File: src/lc3b_pkg.sv
package lc3b_pkg;

    // One machine word
    typedef logic [15:0] lc3b_word_t;

    // Index into the eight-entry register file
    typedef logic [2:0] lc3b_reg_t;

    // Kept opcodes, any other encoding retires as a bubble
    typedef enum logic [3:0] {
        op_add = 4'b0001,
        op_and = 4'b0101,
        op_not = 4'b1001,
        op_shf = 4'b1101
    } lc3b_opcode_t;

    typedef enum logic [2:0] {
        alu_add,
        alu_and,
        alu_not,
        alu_sll,
        alu_srl,
        alu_sra,
        alu_pass
    } lc3b_aluop_t;

    // Bit 2 is n, bit 1 is z, bit 0 is p
    typedef logic [2:0] lc3b_nzp_t;

    localparam lc3b_nzp_t CC_RESET = 3'b010;

endpackage : lc3b_pkg

File: src/lc3b_result_if.sv
`timescale 1ns/1ns

interface lc3b_result_if;
    import lc3b_pkg::*;

    logic       valid;
    lc3b_reg_t  dest;
    lc3b_word_t data;
    logic       write_en;

    // Writeback stalled, every pipeline register keeps its contents
    logic       hold;

    // Execute side, also reads its own result register for forwarding
    modport src (
        output valid, dest, data, write_en,
        input  hold
    );

    modport sink (
        input  valid, dest, data, write_en,
        output hold
    );

endinterface : lc3b_result_if

File: src/lc3b_stage_if.sv
`timescale 1ns/1ns

interface lc3b_stage_if;
    import lc3b_pkg::*;

    logic        valid;
    lc3b_aluop_t aluop;
    lc3b_reg_t   dest;
    lc3b_reg_t   src1;
    lc3b_reg_t   src2;
    lc3b_word_t  src1_data;
    // Immediate already substituted where the instruction has one
    lc3b_word_t  operand_b;
    logic        b_is_reg;
    logic        write_en;

    modport src (
        output valid, aluop, dest, src1, src2,
        output src1_data, operand_b, b_is_reg, write_en
    );

    modport sink (
        input valid, aluop, dest, src1, src2,
        input src1_data, operand_b, b_is_reg, write_en
    );

endinterface : lc3b_stage_if
File: src/lc3b_core.sv
`timescale 1ns/1ns

module lc3b_core (
    input  logic                 clk,
    input  logic                 i_rst_n,

    // Instruction stream
    input  logic                 i_instr_valid,
    input  lc3b_pkg::lc3b_word_t i_instr,
    output logic                 o_instr_ready,

    // Writeback stream
    output logic                 o_wb_valid,
    output lc3b_pkg::lc3b_reg_t  o_wb_dest,
    output lc3b_pkg::lc3b_word_t o_wb_data,
    output lc3b_pkg::lc3b_nzp_t  o_cc,
    input  logic                 i_wb_ready
);
    import lc3b_pkg::*;

    logic       wr_en;
    lc3b_reg_t  wr_dest;
    lc3b_word_t wr_data;

    lc3b_stage_if  stage_bus ();
    lc3b_result_if res_bus ();

    lc3b_decode decode_inst (
        .clk           (clk),
        .i_rst_n       (i_rst_n),
        .i_instr_valid (i_instr_valid),
        .i_instr       (i_instr),
        .o_instr_ready (o_instr_ready),
        .i_hold        (res_bus.hold),
        .i_wr_en       (wr_en),
        .i_wr_dest     (wr_dest),
        .i_wr_data     (wr_data),
        .stage         (stage_bus.src)
    );

    lc3b_execute execute_inst (
        .clk     (clk),
        .i_rst_n (i_rst_n),
        .stage   (stage_bus.sink),
        .res     (res_bus.src)
    );

    lc3b_result result_inst (
        .clk        (clk),
        .i_rst_n    (i_rst_n),
        .res        (res_bus.sink),
        .i_wb_ready (i_wb_ready),
        .o_wb_valid (o_wb_valid),
        .o_wb_dest  (o_wb_dest),
        .o_wb_data  (o_wb_data),
        .o_cc       (o_cc),
        .o_wr_en    (wr_en),
        .o_wr_dest  (wr_dest),
        .o_wr_data  (wr_data)
    );

endmodule : lc3b_core

File: src/lc3b_decode.sv
`timescale 1ns/1ns

module lc3b_decode (
    input  logic                 clk,
    input  logic                 i_rst_n,
    input  logic                 i_instr_valid,
    input  lc3b_pkg::lc3b_word_t i_instr,
    output logic                 o_instr_ready,
    input  logic                 i_hold,
    input  logic                 i_wr_en,
    input  lc3b_pkg::lc3b_reg_t  i_wr_dest,
    input  lc3b_pkg::lc3b_word_t i_wr_data,
    lc3b_stage_if.src            stage
);
    import lc3b_pkg::*;

    lc3b_opcode_t opcode;
    lc3b_reg_t    dest;
    lc3b_reg_t    src1;
    lc3b_reg_t    src2;
    lc3b_word_t   src1_data;
    lc3b_word_t   src2_data;
    lc3b_aluop_t  aluop;
    lc3b_word_t   operand_b;
    logic         b_is_reg;
    logic         write_en;
    logic         accept;

    assign o_instr_ready = ~i_hold;
    assign accept        = i_instr_valid & o_instr_ready;

    // Instruction fields
    assign opcode = lc3b_opcode_t'(i_instr[15:12]);
    assign dest   = i_instr[11:9];
    assign src1   = i_instr[8:6];
    assign src2   = i_instr[2:0];

    lc3b_regfile regfile_inst (
        .clk         (clk),
        .i_rst_n     (i_rst_n),
        .i_wr_en     (i_wr_en),
        .i_wr_dest   (i_wr_dest),
        .i_wr_data   (i_wr_data),
        .i_src1      (src1),
        .i_src2      (src2),
        .o_src1_data (src1_data),
        .o_src2_data (src2_data)
    );

    always_comb begin
        aluop     = alu_pass;
        operand_b = src2_data;
        b_is_reg  = 1'b0;
        write_en  = 1'b0;
        case (opcode)
            op_add, op_and: begin
                aluop    = (opcode == op_add) ? alu_add : alu_and;
                write_en = 1'b1;
                // Bit 5 selects imm5 over SR2
                if (i_instr[5]) begin
                    operand_b = {{11{i_instr[4]}}, i_instr[4:0]};
                end else begin
                    b_is_reg = 1'b1;
                end
            end
            op_not: begin
                aluop    = alu_not;
                write_en = 1'b1;
            end
            op_shf: begin
                operand_b = {12'h000, i_instr[3:0]};
                write_en  = 1'b1;
                // Bit 4 is direction, bit 5 arithmetic
                case (i_instr[5:4])
                    2'b01:   aluop = alu_srl;
                    2'b11:   aluop = alu_sra;
                    default: aluop = alu_sll;
                endcase
            end
            default: ;
        endcase
    end

    always_ff @(posedge clk) begin
        if (!i_rst_n) begin
            stage.valid    <= 1'b0;
            stage.write_en <= 1'b0;
        end else if (!i_hold) begin
            stage.valid    <= accept;
            stage.write_en <= write_en;
        end
    end

    always_ff @(posedge clk) begin
        if (!i_hold) begin
            stage.aluop     <= aluop;
            stage.dest      <= dest;
            stage.src1      <= src1;
            stage.src2      <= src2;
            stage.src1_data <= src1_data;
            stage.operand_b <= operand_b;
            stage.b_is_reg  <= b_is_reg;
        end
    end

endmodule : lc3b_decode

File: src/lc3b_execute.sv
`timescale 1ns/1ns

module lc3b_execute (
    input  logic          clk,
    input  logic          i_rst_n,
    lc3b_stage_if.sink    stage,
    lc3b_result_if.src    res
);
    import lc3b_pkg::*;

    lc3b_word_t opa;
    lc3b_word_t opb;
    lc3b_word_t alu_out;
    logic       fwd_ok;

    // Result register holds a write one instruction ahead
    assign fwd_ok = res.valid & res.write_en;

    assign opa = (fwd_ok && (res.dest == stage.src1)) ? res.data : stage.src1_data;

    // Only a register operand can be stale, immediates pass through
    assign opb = (fwd_ok && stage.b_is_reg && (res.dest == stage.src2))
               ? res.data : stage.operand_b;

    always_comb begin
        case (stage.aluop)
            alu_add: alu_out = opa + opb;
            alu_and: alu_out = opa & opb;
            alu_not: alu_out = ~opa;
            alu_sll: alu_out = opa << opb[3:0];
            alu_srl: alu_out = opa >> opb[3:0];
            alu_sra: alu_out = $unsigned($signed(opa) >>> opb[3:0]);
            default: alu_out = opa;
        endcase
    end

    always_ff @(posedge clk) begin
        if (!i_rst_n) begin
            res.valid    <= 1'b0;
            res.write_en <= 1'b0;
        end else if (!res.hold) begin
            res.valid    <= stage.valid;
            res.write_en <= stage.write_en;
        end
    end

    always_ff @(posedge clk) begin
        if (!res.hold) begin
            res.dest <= stage.dest;
            res.data <= alu_out;
        end
    end

endmodule : lc3b_execute

File: src/lc3b_regfile.sv
`timescale 1ns/1ns

module lc3b_regfile (
    input  logic                 clk,
    input  logic                 i_rst_n,
    input  logic                 i_wr_en,
    input  lc3b_pkg::lc3b_reg_t  i_wr_dest,
    input  lc3b_pkg::lc3b_word_t i_wr_data,
    input  lc3b_pkg::lc3b_reg_t  i_src1,
    input  lc3b_pkg::lc3b_reg_t  i_src2,
    output lc3b_pkg::lc3b_word_t o_src1_data,
    output lc3b_pkg::lc3b_word_t o_src2_data
);
    import lc3b_pkg::*;

    lc3b_word_t regs [8];

    always_ff @(posedge clk) begin
        if (!i_rst_n) begin
            for (int i = 0; i < 8; i++) begin
                regs[i] <= '0;
            end
        end else if (i_wr_en) begin
            regs[i_wr_dest] <= i_wr_data;
        end
    end

    // Write-through so a same-cycle writeback is seen by decode
    always_comb begin
        if (i_wr_en && (i_wr_dest == i_src1)) begin
            o_src1_data = i_wr_data;
        end else begin
            o_src1_data = regs[i_src1];
        end

        if (i_wr_en && (i_wr_dest == i_src2)) begin
            o_src2_data = i_wr_data;
        end else begin
            o_src2_data = regs[i_src2];
        end
    end

endmodule : lc3b_regfile

File: src/lc3b_result.sv
`timescale 1ns/1ns

module lc3b_result (
    input  logic                 clk,
    input  logic                 i_rst_n,
    lc3b_result_if.sink          res,
    input  logic                 i_wb_ready,
    output logic                 o_wb_valid,
    output lc3b_pkg::lc3b_reg_t  o_wb_dest,
    output lc3b_pkg::lc3b_word_t o_wb_data,
    output lc3b_pkg::lc3b_nzp_t  o_cc,
    output logic                 o_wr_en,
    output lc3b_pkg::lc3b_reg_t  o_wr_dest,
    output lc3b_pkg::lc3b_word_t o_wr_data
);
    import lc3b_pkg::*;

    lc3b_nzp_t cc_q;
    lc3b_nzp_t cc_next;
    logic      wb_fire;

    // Bubbles stay in the result register but are never presented
    assign o_wb_valid = res.valid & res.write_en;
    assign o_wb_dest  = res.dest;
    assign o_wb_data  = res.data;

    assign res.hold = o_wb_valid & ~i_wb_ready;
    assign wb_fire  = o_wb_valid & i_wb_ready;

    // Regfile write on the completing edge
    assign o_wr_en   = wb_fire;
    assign o_wr_dest = res.dest;
    assign o_wr_data = res.data;

    always_comb begin
        if (res.data[15]) begin
            cc_next = 3'b100;
        end else if (res.data == '0) begin
            cc_next = 3'b010;
        end else begin
            cc_next = 3'b001;
        end
    end

    always_ff @(posedge clk) begin
        if (!i_rst_n) begin
            cc_q <= CC_RESET;
        end else if (wb_fire) begin
            cc_q <= cc_next;
        end
    end

    assign o_cc = cc_q;

endmodule : lc3b_result

File: config.mk
export PLATFORM = sky130hd
export DESIGN_NAME = lc3b_core
export DESIGN_NICKNAME = d
export VERILOG_FILES = /design/src/lc3b_pkg.sv /design/src/lc3b_result_if.sv /design/src/lc3b_stage_if.sv /design/src/lc3b_core.sv /design/src/lc3b_decode.sv /design/src/lc3b_execute.sv /design/src/lc3b_regfile.sv /design/src/lc3b_result.sv
export SDC_FILE = /design/constraint.sdc
export NUM_CORES = 1
export LEC_CHECK = 0
export BUFFER_PORTS_ARGS = -buffer_cell sky130_fd_sc_hd__buf_2
export CAP_MARGIN = 5
export CORE_AREA = 2 2 161 163
export CTS_CLUSTER_DIAMETER = 200
export DETAILED_ROUTE_END_ITERATION = 16
export DIE_AREA = 0 0 163 165
export GPL_TIMING_DRIVEN = 1
export PLACE_DENSITY_LB_ADDON = 0.25
export SKIP_CTS_REPAIR_TIMING = 1
export SLEW_MARGIN = 20
export SYNTH_ARGS = -nofsm -noshare
export SYNTH_HDL_FRONTEND = slang
export SYNTH_HIERARCHICAL = 1
export SYNTH_SLANG_ARGS = --single-unit
File: constraint.sdc
create_clock -name clk -period 4.3 [get_ports clk]
set_clock_uncertainty 0.1 [all_clocks]
set_input_delay 0.43 -clock clk [delete_from_list [all_inputs] [get_ports clk]]
set_output_delay 0.43 -clock clk [all_outputs]
set_load 0.01 [all_outputs]
==> impl_metrics.py <==
metrics = {
    "final_layout": {
        "final_nets": 1177,
        "top_register": "decode_inst/regfile_inst/regs",
        "synthToLayoutAreaGrowth_pct": 8.02,
        "final_util": 0.589,
        "fin_cells": 1482,
        "design_area_mm2": 0.0147,
        "diodes": 0,
        "drive_gt1_frac": 0.221,
        "largest_reg_flops": 128,
    },
    "outcome": {
        "outcome": "finished clean",
    },
    "global_route": {
        "grt_pass1_vias": 9226,
        "antenna_found_initial": 0,
        "track_usage": 0.280,
        "overflow": 0,
        "grt_pass1_wl_um": 56000,
        "grt_max_degree": 48,
    },
    "drt": {
        "drt_iter0_markers": 995,
        "drc": 0,
        "antenna_left": 0,
        "dr.pass1.iters": 5,
        "vias": 9538,
        "routed_wl_um": 37100,
        "viasPerCell": 6.44,
        "wl_per_cell_um": 25.0,
    },
    "logic_synthesis": {
        "syn_area_mm2": 0.0137,
        "synth_nets": 1168,
        "yosysSeqAreaShare": 0.433,
        "synth_edf_count": 192,
        "async_flop_share": 0,
        "synth.distinct_cells": 78,
        "synth_seq_cells": 199,
        "avgSynthCellArea_um2": 12.1,
        "synth_flop_cell": "edfxtp_1",
        "synthCells": 1130,
        "ys_warn_count": 6,
    },
    "timing": {
        "setup_violations": 0,
        "relSlewSlack": 0.251,
        "worst_pin_slew_ns": 1.12,
        "slew_viol_final": 0,
        "worst_hold_slack_ns": 0.0762,
        "max_clock_freq_ghz": 0.245,
        "final.setup.tns_ns": 0,
        "period_share": 0.950,
        "finalHoldViolations": 0,
        "fin_crit_ns": 4.08,
        "fin_ws_ns": 0.217,
    },
    "clock_tree": {
        "cts.root.buffer_cell": "clkbuf_16",
        "clk_latency_ns": 0.44,
        "cts_buffers": 17,
        "clock-sinks": 199,
        "cts_max_level": 4,
        "clkSlewWorstSetupHoldPaths_ns": 0.08,
        "cts_tree": "yes",
        "clk_path_buf_depth": 2,
    },
    "placed_design": {
        "gp_congestion": 0.995,
        "post_dp_cell_area_mm2": 0.0141,
        "place_hpwl_um": 25200,
        "dpl.cell_count": 1448,
        "post-place-ws_ns": 0.137,
        "io_buffer_count": 43,
    },
    "pwr": {
        "power_mw": 5.14,
        "clockPowerShare": 0.312,
        "power_frac_comb": 0.222,
        "seqPwrFrac": 0.466,
        "ir_worst_vdd_mv": 0.243,
        "power_density_mw_per_mm2": 349,
        "p_leak_nw": 5.92,
        "p_switching_mw": 1.63,
        "p_int_mw": 3.52,
        "sw_frac_of_total": 0.316,
    },
    "worst_setup_path": {
        "cp-start-kind": "register",
        "crit_type": "register to register",
        "cp-end-kind": "register",
        "r2r_slack_ns": 0.22,
        "cp.arrival_ns": 4.16,
        "r2r_start": "execute_inst/res.dest[1]$_DFFE_PN_",
        "crit_required_ns": 4.38,
        "crit_path_max_fanout": 6,
        "startpoint": "execute_inst/res.dest[1]$_DFFE_PN_",
    },
    "worst_hold_path": {
        "min-delay-path-class": "primary input to register",
        "hp-start": "i_instr[11]",
    },
    "die": {
        "die_height_um": 165,
        "die_x_um": 163,
        "start_util": 0.545,
        "dieArea_mm2": 0.0269,
        "num_rows": 58,
        "io_pins": 44,
        "coreArea_mm2": 0.0250,
    },
    "job": {
        "maxCapViolations": 0,
    },
}
-- routing by layer --
| metal | vias to the layer above | GRT usage | part of all wire | wire length [um] |
|---|---|---|---|---|
| li1 | 4335 | - | - | - |
| met1 | 4695 | 0.372 | 0.40 | 15000 |
| met2 | 433 | 0.479 | 0.50 | 18600 |
| met3 | 75 | 0.0359 | 0.067 | 2500 |
| met4 | 0 | 0.0937 | 0.026 | 966 |
| met5 | - | 0 | 0 | 0 |
-- layout by cell type, fill, tap and decap left out, types with 4 or more instances in the layout --
cell type / count
and2_1: 134
o21bai_1: 6
o21ai_0: 24
buf_2: 43
o21ai_1: 5
nand3_1: 25
clkbuf_16: 17
a221oi_1: 4
dfxtp_1: 7
nor2_1: 56
o211ai_1: 14
mux2_4: 11
o2111ai_1: 5
xor2_1: 9
mux4_1: 60
xnor2_1: 12
nand4_1: 8
o31ai_1: 7
inv_8: 4
nand2b_1: 5
nor2b_1: 14
buf_4: 57
edfxtp_1: 192
a31oi_1: 5
a32oi_1: 10
clkinv_8: 5
mux4_2: 7
nor3_1: 8
nand2_1: 81
ha_1: 17
mux2i_1: 57
mux2_2: 77
inv_1: 21
nor4_1: 6
a211oi_1: 4
a21oi_1: 33
a22oi_1: 9
a21o_1: 15
-- worst paths after layout --
| check | end | cells after the start |
|---|---|---|
| worst max-delay path | execute_inst/res.data[15]$_DFFE_PN_ | 13 |
| worst min-delay path | decode_inst/stage.dest[2]$_DFFE_PN_ | 1 |
| worst max register to register | execute_inst/res.data[15]$_DFFE_PN_ | 13 |
| worst min register to register | execute_inst/res.dest[2]$_DFFE_PN_ | 0 |
-- critical path, cell delays in order, from the launching register on --
cell and delay [ns]:
edfxtp_1 0.46, xor2_1 0.20, nor4_2 0.28, buf_4 0.21, mux2_2 0.38, ha_1 0.32, a21oi_2 0.19, nor2_1 0.10
nor4_2 0.28, o21ai_0 0.22, a2111oi_2 0.44, o31ai_1 0.15, xor2_1 0.15, a221o_1 0.35
-- power by group through the flow --
| stage | clock network, mW | registers, mW | logic (mW) |
|---|---|---|---|
| 3_3_place_gp | 0 | 2.43 | 1.10 |
| 6_report | 1.60 | 2.40 | 1.14 |
| 5_1_grt | 1.70 | 2.42 | 1.22 |
| 3_5_place_dp | 0 | 2.44 | 1.11 |
| 4_1_cts | 1.62 | 2.40 | 1.12 |
| 2_1_floorplan | 0 | 2.34 | 0.882 |
-- layout make-up --
| cell class | instances | area [um2] |
|---|---|---|
| multi-input cells | 794 | 7060 |
| repair buffers | 103 | 677 |
| clock inverters | 14 | 169 |
| inverters | 24 | 90.1 |
| flip-flops and latches | 199 | 5910 |
| fillers | 2047 | 10300 |
| clock buffers | 18 | 429 |
| well taps | 330 | 413 |
-- cells in the mapped netlist, types with 10 or more instances --
| master | n | area share |
|---|---|---|
| clkbuf_1 | 46 | 0.013 |
| inv_1 | 22 | 0.0060 |
| a21oi_1 | 34 | 0.012 |
| a21o_1 | 15 | 0.0082 |
| nand3_1 | 25 | 0.0092 |
| nor2b_1 | 14 | 0.0064 |
| xnor2_1 | 12 | 0.0077 |
| buf_6 | 13 | 0.011 |
| mux2_2 | 77 | 0.064 |
| mux4_1 | 60 | 0.12 |
| o211ai_1 | 14 | 0.0077 |
| ha_1 | 17 | 0.016 |
| and2_1 | 134 | 0.061 |
| a32oi_1 | 10 | 0.0064 |
| nor2_1 | 56 | 0.015 |
| buf_4 | 39 | 0.021 |
| edfxtp_1 | 192 | 0.42 |
| nand2_1 | 81 | 0.022 |
| mux2i_1 | 60 | 0.044 |
| buf_2 | 11 | 0.0040 |
| mux2_4 | 11 | 0.012 |
| o21ai_0 | 30 | 0.011 |
-- logic make-up after synthesis --
group / after synthesis / share of synthesized area
AND/OR/NAND/NOR: 353 / 0.137
multiplexers: 216 / 0.248
flip-flops: 199 / 0.433
AO/OA/AOI/OAI: 186 / 0.0952
buffers and inverters: 137 / 0.0566
XOR/XNOR: 21 / 0.0135
adder cells (fa/ha/maj): 18 / 0.0170
Power figures use the tool's default switching activity.
